File: config.mk
export PLATFORM = sky130hd
export DESIGN_NAME = trap_unit
export DESIGN_NICKNAME = d
export VERILOG_FILES = /design/src/trap_pkg.sv /design/src/trap_csr_if.sv /design/src/trap_detector.sv /design/src/trap_controller.sv /design/src/trap_csr_file.sv /design/src/trap_unit.sv
export VERILOG_INCLUDE_DIRS = /design/src
export SDC_FILE = /design/constraint.sdc
export NUM_CORES = 1
export LEC_CHECK = 0
export BUFFER_PORTS_ARGS = -buffer_cell sky130_fd_sc_hd__buf_2
export CORE_MARGIN = 2
export CORE_UTILIZATION = 52
export DETAILED_ROUTE_END_ITERATION = 7
export PLACE_DENSITY = 0.83
export REMOVE_ABC_BUFFERS = 1
export SKIP_LAST_GASP = 1
export SYNTH_ARGS = -nofsm -noshare
export SYNTH_HDL_FRONTEND = slang
export SYNTH_SLANG_ARGS = --single-unit
File: constraint.sdc
create_clock -name clk -period 8.4 [get_ports clk]
set_clock_uncertainty 0.15 [all_clocks]
set_input_delay 1.68 -clock clk [delete_from_list [all_inputs] [get_ports clk]]
set_output_delay 1.68 -clock clk [all_outputs]
set_load 0.05 [all_outputs]
File: src/trap_consts.svh
`ifndef TRAP_CONSTS_SVH
`define TRAP_CONSTS_SVH

// datapath width, RV32 only
`define XLEN 32

// machine-mode CSR addresses
`define CSR_MEPC   12'h341
`define CSR_MCAUSE 12'h342
`define CSR_MTVEC  12'h305

// mcause exception codes
`define MCAUSE_MISALIGNED 32'd0    // instruction address misaligned
`define MCAUSE_EBREAK     32'd3    // breakpoint
`define MCAUSE_ECALL      32'd11   // environment call from M-mode

// opcodes and fields the detector recognises
`define OPCODE_SYSTEM   7'b1110011
`define OPCODE_MISC_MEM 7'b0001111
`define FUNCT3_FENCEI   3'b001
`define FUNCT12_ECALL   12'h000
`define FUNCT12_EBREAK  12'h001
`define FUNCT12_MRET    12'h302

`endif

File: src/trap_pkg.sv
`default_nettype none

package trap_pkg;

    // trap kind seen in the execute stage
    typedef enum logic [2:0] {
        trap_none       = 3'd0,
        trap_fencei     = 3'd1,
        trap_mret       = 3'd2,
        trap_ebreak     = 3'd3,
        trap_ecall      = 3'd4,
        trap_misaligned = 3'd5
    } trap_kind_e;

    // pre-trap handling FSM states
    typedef enum logic [1:0] {
        pth_idle         = 2'b00,
        pth_write_mepc   = 2'b01,   // mepc written, mcause next
        pth_write_mcause = 2'b10,   // mcause written
        pth_read_mtvec   = 2'b11    // handler address on trap_target
    } pth_state_e;

endpackage

`default_nettype wire

File: src/trap_csr_if.sv
`timescale 1ns/100ps
`default_nettype none

`include "trap_consts.svh"

// one CSR access port, combinational read, write at next clk edge
interface trap_csr_if;

    logic             write_enable;
    logic [11:0]      address;
    logic [`XLEN-1:0] write_data;
    logic [`XLEN-1:0] read_data;    // follows address in the same cycle

    modport requester (output write_enable, output address, output write_data,
                       input read_data);

    modport csr_side (input write_enable, input address, input write_data,
                      output read_data);

endinterface

`default_nettype wire

File: src/trap_detector.sv
`timescale 1ns/100ps
`default_nettype none

`include "trap_consts.svh"

module trap_detector import trap_pkg::*; (
    input  wire              instr_valid,
    input  wire [`XLEN-1:0]  instr,
    input  wire              jump_taken,
    input  wire [`XLEN-1:0]  jump_target,
    output trap_kind_e       trap_kind
);

    logic [6:0]  opcode;
    logic [4:0]  rd;
    logic [2:0]  funct3;
    logic [4:0]  rs1;
    logic [11:0] funct12;
    logic        sys_regs_zero;
    logic        target_misaligned;

    // instruction fields
    assign opcode  = instr[6:0];
    assign rd      = instr[11:7];
    assign funct3  = instr[14:12];
    assign rs1     = instr[19:15];
    assign funct12 = instr[31:20];

    // ecall/ebreak/mret require funct3, rd and rs1 all zero
    assign sys_regs_zero = (funct3 == 3'b000) && (rd == 5'd0) && (rs1 == 5'd0);

    // no compressed support, so any nonzero low bit traps
    assign target_misaligned = jump_target[1:0] != 2'b00;

    always_comb begin
        trap_kind = trap_none;

        if (!instr_valid) begin
            trap_kind = trap_none;   // bubble
        end else if (jump_taken && target_misaligned) begin
            // misaligned jump wins over whatever the instruction is
            trap_kind = trap_misaligned;
        end else if (opcode == `OPCODE_SYSTEM) begin
            if (sys_regs_zero) begin
                case (funct12)
                    `FUNCT12_ECALL:  trap_kind = trap_ecall;
                    `FUNCT12_EBREAK: trap_kind = trap_ebreak;
                    `FUNCT12_MRET:   trap_kind = trap_mret;
                    default:         trap_kind = trap_none;   // csr ops, wfi etc
                endcase
            end
        end else if (opcode == `OPCODE_MISC_MEM) begin
            // plain FENCE is a no-op here
            if (funct3 == `FUNCT3_FENCEI) begin
                trap_kind = trap_fencei;
            end
        end
    end

endmodule

`default_nettype wire

File: src/trap_controller.sv
`timescale 1ns/100ps
`default_nettype none

`include "trap_consts.svh"

module trap_controller import trap_pkg::*; (
    input  wire              clk,
    input  wire              reset,
    input  wire trap_kind_e  trap_kind,
    input  wire [`XLEN-1:0]  pc,
    trap_csr_if.requester    csr,
    output logic [`XLEN-1:0] trap_target,   // redirect address
    output logic             ic_clean,      // icache clean for fence.i
    output logic             debug_mode,
    output logic             trap_done      // low = stall the pc
);

    pth_state_e       state;
    pth_state_e       next_state;
    logic [`XLEN-1:0] mcause_code;
    logic             ebreak_complete;

    always_ff @(posedge clk or posedge reset) begin
        if (reset) begin
            state <= pth_idle;
        end else begin
            state <= next_state;
        end
    end

    // ebreak handling finishes in the write_mcause state
    assign ebreak_complete = (state == pth_write_mcause) && (trap_kind == trap_ebreak);

    always_ff @(posedge clk or posedge reset) begin
        if (reset) begin
            debug_mode <= 1'b0;
        end else if (trap_kind == trap_mret) begin
            debug_mode <= 1'b0;      // leaving the handler
        end else if (ebreak_complete) begin
            debug_mode <= 1'b1;
        end
    end

    always_comb begin
        case (trap_kind)
            trap_ebreak: mcause_code = `MCAUSE_EBREAK;
            trap_ecall:  mcause_code = `MCAUSE_ECALL;
            default:     mcause_code = `MCAUSE_MISALIGNED;
        endcase
    end

    always_comb begin
        ic_clean         = 1'b0;
        trap_done        = 1'b1;
        trap_target      = '0;
        csr.write_enable = 1'b0;
        csr.address      = 12'h000;
        csr.write_data   = '0;
        next_state       = pth_idle;

        case (trap_kind)
            trap_fencei: begin
                ic_clean = 1'b1;     // single cycle, no stall
            end

            trap_mret: begin
                // return to the instruction after the trapping one,
                // low bits dropped in case mepc was written unaligned
                csr.address = `CSR_MEPC;
                trap_target = {csr.read_data[`XLEN-1:2], 2'b00} + `XLEN'd4;
            end

            trap_ecall, trap_ebreak, trap_misaligned: begin
                case (state)
                    pth_idle: begin
                        csr.write_enable = 1'b1;
                        csr.address      = `CSR_MEPC;
                        csr.write_data   = pc;
                        trap_done        = 1'b0;
                        next_state       = pth_write_mepc;
                    end

                    pth_write_mepc: begin
                        csr.write_enable = 1'b1;
                        csr.address      = `CSR_MCAUSE;
                        csr.write_data   = mcause_code;
                        trap_done        = 1'b0;
                        next_state       = pth_write_mcause;
                    end

                    pth_write_mcause: begin
                        if (trap_kind == trap_ebreak) begin
                            next_state = pth_idle;   // no handler jump, debug mode instead
                        end else begin
                            csr.address = `CSR_MTVEC;
                            trap_target = csr.read_data;
                            trap_done   = 1'b0;
                            next_state  = pth_read_mtvec;
                        end
                    end

                    pth_read_mtvec: begin
                        // handler base now stable, release the stall
                        csr.address = `CSR_MTVEC;
                        trap_target = csr.read_data;
                        next_state  = pth_idle;
                    end

                    default: begin
                        next_state = pth_idle;
                    end
                endcase
            end

            default: begin
                next_state = pth_idle;
            end
        endcase
    end

endmodule

`default_nettype wire

File: src/trap_csr_file.sv
`timescale 1ns/100ps
`default_nettype none

`include "trap_consts.svh"

module trap_csr_file (
    input  wire              clk,
    input  wire              reset,
    trap_csr_if.csr_side     trap_port,
    input  wire              csr_sw_write_enable,
    input  wire [11:0]       csr_sw_address,
    input  wire [`XLEN-1:0]  csr_sw_write_data,
    output logic [`XLEN-1:0] csr_sw_read_data
);

    logic [`XLEN-1:0] mepc;
    logic [`XLEN-1:0] mcause;
    logic [`XLEN-1:0] mtvec;

    // merged write port
    logic             wr_en;
    logic [11:0]      wr_addr;
    logic [`XLEN-1:0] wr_data;

    // address decode shared by both read ports
    function automatic logic [`XLEN-1:0] read_csr(input logic [11:0] addr);
        logic [`XLEN-1:0] value;
        case (addr)
            `CSR_MEPC:   value = mepc;
            `CSR_MCAUSE: value = mcause;
            `CSR_MTVEC:  value = mtvec;
            default:     value = '0;   // unimplemented CSR
        endcase
        return value;
    endfunction

    always_comb begin
        trap_port.read_data = read_csr(trap_port.address);
        csr_sw_read_data    = read_csr(csr_sw_address);
    end

    // trap side owns the write port whenever it writes
    always_comb begin
        if (trap_port.write_enable) begin
            wr_en   = 1'b1;
            wr_addr = trap_port.address;
            wr_data = trap_port.write_data;
        end else begin
            wr_en   = csr_sw_write_enable;
            wr_addr = csr_sw_address;
            wr_data = csr_sw_write_data;
        end
    end

    always_ff @(posedge clk or posedge reset) begin
        if (reset) begin
            mepc   <= '0;
            mcause <= '0;
            mtvec  <= '0;
        end else if (wr_en) begin
            case (wr_addr)
                `CSR_MEPC:   mepc   <= wr_data;
                `CSR_MCAUSE: mcause <= wr_data;
                `CSR_MTVEC:  mtvec  <= wr_data;   // direct mode only
                default: ;
            endcase
        end
    end

endmodule

`default_nettype wire

File: src/trap_unit.sv
`timescale 1ns/100ps
`default_nettype none

`include "trap_consts.svh"

module trap_unit import trap_pkg::*; (
    input  wire              clk,
    input  wire              reset,

    // execute stage
    input  wire              instr_valid,
    input  wire [`XLEN-1:0]  instr,
    input  wire              jump_taken,
    input  wire [`XLEN-1:0]  jump_target,
    input  wire [`XLEN-1:0]  pc,

    // software CSR access
    input  wire              csr_sw_write_enable,
    input  wire [11:0]       csr_sw_address,
    input  wire [`XLEN-1:0]  csr_sw_write_data,
    output logic [`XLEN-1:0] csr_sw_read_data,

    output logic [`XLEN-1:0] trap_target,
    output logic             ic_clean,
    output logic             debug_mode,
    output logic             trap_done
);

    trap_kind_e trap_kind;

    trap_csr_if csr_bus ();

    trap_detector u_detector (
        .instr_valid (instr_valid),
        .instr       (instr),
        .jump_taken  (jump_taken),
        .jump_target (jump_target),
        .trap_kind   (trap_kind)
    );

    trap_controller u_controller (
        .clk         (clk),
        .reset       (reset),
        .trap_kind   (trap_kind),
        .pc          (pc),
        .csr         (csr_bus.requester),
        .trap_target (trap_target),
        .ic_clean    (ic_clean),
        .debug_mode  (debug_mode),
        .trap_done   (trap_done)
    );

    trap_csr_file u_csr_file (
        .clk                 (clk),
        .reset               (reset),
        .trap_port           (csr_bus.csr_side),
        .csr_sw_write_enable (csr_sw_write_enable),
        .csr_sw_address      (csr_sw_address),
        .csr_sw_write_data   (csr_sw_write_data),
        .csr_sw_read_data    (csr_sw_read_data)
    );

endmodule

`default_nettype wire

Yosys cells after proc, flatten, opt, wreduce, memory -nomap -nowiden
Cells that the tools add are included.
W data, S select, Z words.
{"block": "word_totals", "reg_bits": 99, "in_bits": 145, "out_inout_bits": 67, "word_cells": 76}
{"block": "op_classes", "addsub": 1, "eq_ne": 22, "n_mux": 32, "n_reduce_logical": 16}
{"cell": "$pmux W32 S2", "n": 3}
{"cell": "$pmux W32 S3", "n": 2}
{"cell": "$eq A12 B10 Y1 const B", "n": 10}
{"cell": "$mux W32", "n": 3}
{"cell": "$pmux W12 S4", "n": 1}
{"cell": "$add A32 B3 Y32 const B", "n": 1}
{"cell": "$pmux W12 S2", "n": 1}
{"cell": "$mux W3", "n": 5}
{"cell": "$eq A12 B1 Y1 const B", "n": 1}
{"cell": "$logic_not A12 Y1", "n": 1}
{"cell": "$mux W12", "n": 1}
{"cell": "$logic_not A5 Y1", "n": 2}
{"cell": "$mux W10", "n": 1}
{"cell": "$mux W1", "n": 9}
{"cell": "$pmux W3 S3", "n": 1}
{"cell": "$pmux W2 S4", "n": 1}
{"cell": "$pmux W4 S2", "n": 1}
{"cell": "$eq A7 B4 Y1 const B", "n": 1}
{"cell": "$eq A7 B7 Y1 const B", "n": 1}
{"cell": "$eq A3 B1 Y1 const B", "n": 2}
{"cell": "$eq A3 B2 Y1 const B", "n": 2}
{"cell": "$eq A3 B3 Y1 const B", "n": 2}
{"cell": "$reduce_and A2 Y1", "n": 3}
{"cell": "$eq A2 B2 Y1 const B", "n": 2}
{"cell": "9 further kinds", "n": 14}

Longest topological paths before layout
{"block": "logic_depth", "depth_word": 16, "ltp_mapped": 15, "mapped_depth_nobuf": 13}

Cells and area by module
A second synthesis with hierarchy kept.
{"block": "unflattened", "cells_unflattened": 707, "area_unflattened_um2": 7354.6}
{"module": "trap_csr_file", "n_inst": 1, "cells_per_inst": 422, "area_per_inst_um2": 5594.1, "seq_area_each_um2": 2402.3}
{"module": "trap_controller", "n_inst": 1, "cells_per_inst": 261, "area_per_inst_um2": 1590.3, "seq_area_each_um2": 75.1}
{"module": "trap_detector", "n_inst": 1, "cells_per_inst": 24, "area_per_inst_um2": 170.2, "seq_area_each_um2": 0.0}

Least setup slack after synthesis
No wires, ideal clock.
{"block": "synth_timing", "path_type": "input -> output", "start": "input port instr[17]", "end": "output port trap_target[18]", "arrival_time_ns": 6.115, "required_time_ns": 6.570, "setup_slack_ns": 0.455, "stages": 14, "path_buffers": 2, "cell_sequence": "or4_1 -> or3_4 -> a2111oi_4 -> buf_2 -> a22oi_1 -> o32ai_1 -> or2_2 -> ha_1 -> o31ai_1 -> nor4_1 -> nand3_1 -> clkbuf_1 -> o31a_1 -> o31ai_1"}
{"block": "synth_via", "elab_chain_len": 15, "elab_cells_between_ends": 22, "cone_classes": "1 x add/sub; 7 x eq/ne; 11 x mux; 3 x reduce/logical"}
{"element": "from (decl)", "line_no": "trap_unit.sv:12", "rtl": "input wire [`XLEN-1:0] instr,"}
{"element": "$logic_not A5 Y1 *", "line_no": "trap_detector.sv:30", "rtl": "assign sys_regs_zero = (funct3 == 3'b000) && (rd == 5'd0) && (rs1 == 5'd0);"}
{"element": "$logic_and A1 B1 Y1 *", "line_no": "trap_detector.sv:30"}
{"element": "$mux W3 *", "line_no": "trap_detector.sv:44", "rtl": "if (sys_regs_zero) begin"}
{"element": "$mux W3 *", "line_no": "trap_detector.sv:43", "rtl": "end else if (opcode == `OPCODE_SYSTEM) begin"}
{"element": "$mux W3 *", "line_no": "trap_detector.sv:40", "rtl": "end else if (jump_taken && target_misaligned) begin"}
{"element": "$mux W3 *", "line_no": "trap_detector.sv:38", "rtl": "if (!instr_valid) begin"}
{"element": "branches (longest 8 deep; another with $add A32 B3 Y32)"}
{"element": "$pmux W32 S2 *", "line_no": "trap_controller.sv:61", "rtl": "case (trap_kind)"}
{"element": "to (decl)", "line_no": "trap_unit.sv:23", "rtl": "output logic [`XLEN-1:0] trap_target,"}
Mark *: on every way between the ends. The select of a mux whose other input is x is not followed.

Worst setup path after layout
{"block": "layout_timing", "start": "input port instr[17]", "end": "output port trap_target[31]"}
The elaborated chain is that of the path after synthesis.

==> results.txt <==
Final hold violation count -> 0
Synth Cell Area -> 6434 um2
Routed len/inst -> 18.19 um
CTS tree -> built
Post-CTS Setup Bufs -> 0
Vias -> 7145
Max cap viols -> 0
Leak -> 0.003855 uW
Filler Cells Inserted -> 1042
Min-Delay Path Class -> register to register
Max-slew headroom -> 25.58%
CP startpoint kind -> primary input
WP data arrival -> 6.36 ns
I/O Buffers -> 181
Root buf cell -> clkbuf_16
Critical Path RT -> 6.57 ns
Layout area overhead -> 22.13%
Post-synthesis sequential area ratio -> 38.51%
Diodes inserted -> 0
PD cells -> 162.0 nW/um2
Initial core utilization -> 53.34%
Synth area leaders -> dfrtp_1, a21oi_1, a222oi_1
Top cell type's share of synthesized area -> 38.51%
GRT Util Overall -> 30.92%
Die area -> 13280 um2
Avg Inst Size Synth -> 8.022 um2
Most common cell in the netlist -> a21oi_1
Chip Width -> 115.2 um
FP Rows -> 40
Initial antenna violation count -> 0
DRC -> 0
CP Capture Type -> primary output
Final Non-Filler Cells -> 1131
Max-slew violations -> 0
Mapped Cells -> 802
Part of the cycle the worst path needs -> 97.49%
Tmin final -> 8.189 ns
Drt total wl -> 20.57 mm
DR vias/cell -> 6.317
Hold_buf cts -> 0
Setup ws final -> 0.2108 ns
Outcome -> complete, no violations
CTS resizes -> 0
CP max FO -> 12
Layout cell share with drive strength beyond 1 -> 25.86%
Clk_lat worst skew -> 0.35 ns
Netlist cell types -> 64
CTS Buffer Depth -> 2
Min-delay src -> u_csr_file.mepc[0]
HPWL after DPL -> 13.66 mm
Post-Place Cells -> 1115
Worst r2r src -> u_controller.state[1]
Drt pass-1 iters -> 7
Post-synth top cells -> a21oi_1, nor2_1, dfrtp_1
CTS Buf Count -> 9
RSZ-0062 raised after global routing -> no
Core Area -> 12060 um2
Routed Antenna Nets -> 0
CP startpoint -> instr[17]
I/O pin total -> 212
Die height -> 115.2 um
Most area-hungry cell type in the Yosys netlist -> dfrtp_1
Pre-CTS setup slack -> 0.3120 ns
Fmax achieved -> 122.1 MHz
Reg clk slew, reported paths -> 0.06 ns
GPL Wtd Cong -> 0.9176
Post-synth EDFFs -> 0
First-pass GRT wire length -> 32.41 mm
Kind of critical path -> primary input to primary output
Max IR drop VDD -> 0.00008635 V
Synth warn -> 0
H-tree lvl count -> 3
Endpoints failing setup -> 0
Vias in the first global route -> 6493
Largest net degree at the start of global routing -> 65
Actual slew at the worst max-slew pin -> 1.114 ns
Async SR Flop Fraction -> 100.0%
CTS sink cnt -> 99
GRT overflow -> 0
Register bit total from synthesis -> 99
Final Net Count -> 1104
Dominant synthesized flop cell -> dfrtp_1
Starting DRC count in detailed routing -> 956
Flop2flop setup slack -> 4.98 ns
## per-layer routing
metal  GRT usage, %  share of wire, %
met2          50.86                49
met3          3.637               8.4
met4          13.09               2.9
met1          41.59                40
met5              0                 0
## area by class of cell
cell class | count | area [um2] | share of cell area (%)
Inverter | 39 | 147.6 | 1.879
Clock buffer | 10 | 239.0 | 3.041
Multi-Input combinational cell | 602 | 3605 | 45.88
Tap cell | 168 | 210.2 | 2.675
Clock inverter | 6 | 65.06 | 0.8280
Timing Repair Buffer | 207 | 1114 | 14.17
Sequential cell | 99 | 2477 | 31.53
## cell families (layout without fill, tap and decap cells)
kind of cell,Yosys count,after routing,share of synthesized area [%]
flip-flops,99,99,38.51
AND/OR/NAND/NOR,310,310,24.68
AO/OA/AOI/OAI,282,282,29.21
buffers and inverters,101,262,6.106
XOR/XNOR,7,7,0.9530
multiplexers,2,2,0.3500
adder cells (fa/ha/maj),1,1,0.1944
## critical path: stages
cell and delay, ns:
buf_2 0.10, or4_1 0.50, or3_4 0.43, a2111oi_4 0.49, a21oi_2 0.13, nor3_4 0.48, a222oi_1 0.34, or4_1 0.73
or3_1 0.54, or4_1 0.53, nand3_1 0.12, buf_2 0.27
## metrics by stage
| stage | hold slack [ns] | util [%] | setup TNS, ns | cell area (um2) | power (uW) |
|---|---|---|---|---|---|
| floorplan | 0.3458 | - | -0.9839 | 6187 | 758.4 |
| CTS | 0.3875 | 65.15 | 0 | 7858 | 1267 |
| detailed placement | 0.3511 | 62.62 | 0 | 7553 | 845.7 |
| global route | 0.4131 | 65.15 | 0 | 7858 | 1332 |
| global placement | 0.3333 | 62.62 | 0 | 7553 | 834.2 |
| finish | 0.3861 | 65.15 | 0 | 7858 | 1273 |
## state kept, by name (all words and copies together), names as in the netlist
| register | flops |
|---|---|
| u_csr_file.mepc | 32 |
| u_controller.debug_mode | 1 |
| u_csr_file.mtvec | 32 |
| u_csr_file.mcause | 32 |
| u_controller.state | 2 |
## where the power goes
| group | leakage, uW | switching, uW | internal (uW) | total [uW] |
|---|---|---|---|---|
| combinational | 0.00250 | 123 | 92.7 | 215 |
| sequential | 0.00121 | 72.1 | 556 | 628 |
| clock | 0.000148 | 190 | 239 | 429 |
| total | 0.00385 | 385 | 888 | 1270 |
## worst paths after layout
check	to	cells past startpoint
worst min-delay path	u_csr_file.mepc[0]	2
min in group asynchronous	u_csr_file.mcause[25]	2
worst max register to register	u_csr_file.mcause[3]	6
worst max-delay path	trap_target[31]	12
worst min register to register	u_csr_file.mepc[0]	2
max in group asynchronous	u_controller.debug_mode	3
## placed cells by master (no fill, tap or decap), types with 5 or more instances in the layout
cell and instances:
buf_2 181, or4_1 11, and3_1 43, nand3_1 24
a21boi_0 11, nor4_1 9, nor2_1 116, nand2_1 36
o21ai_0 17, o31ai_1 5, clkbuf_16 9, inv_1 38
or3_1 7, buf_4 25, nand4_1 6, a21oi_1 136
dfrtp_1 99, o21ai_1 12, and2_1 5, a222oi_1 50
a22oi_1 11, nor3_1 16
Power figures use the tool's default switching activity.
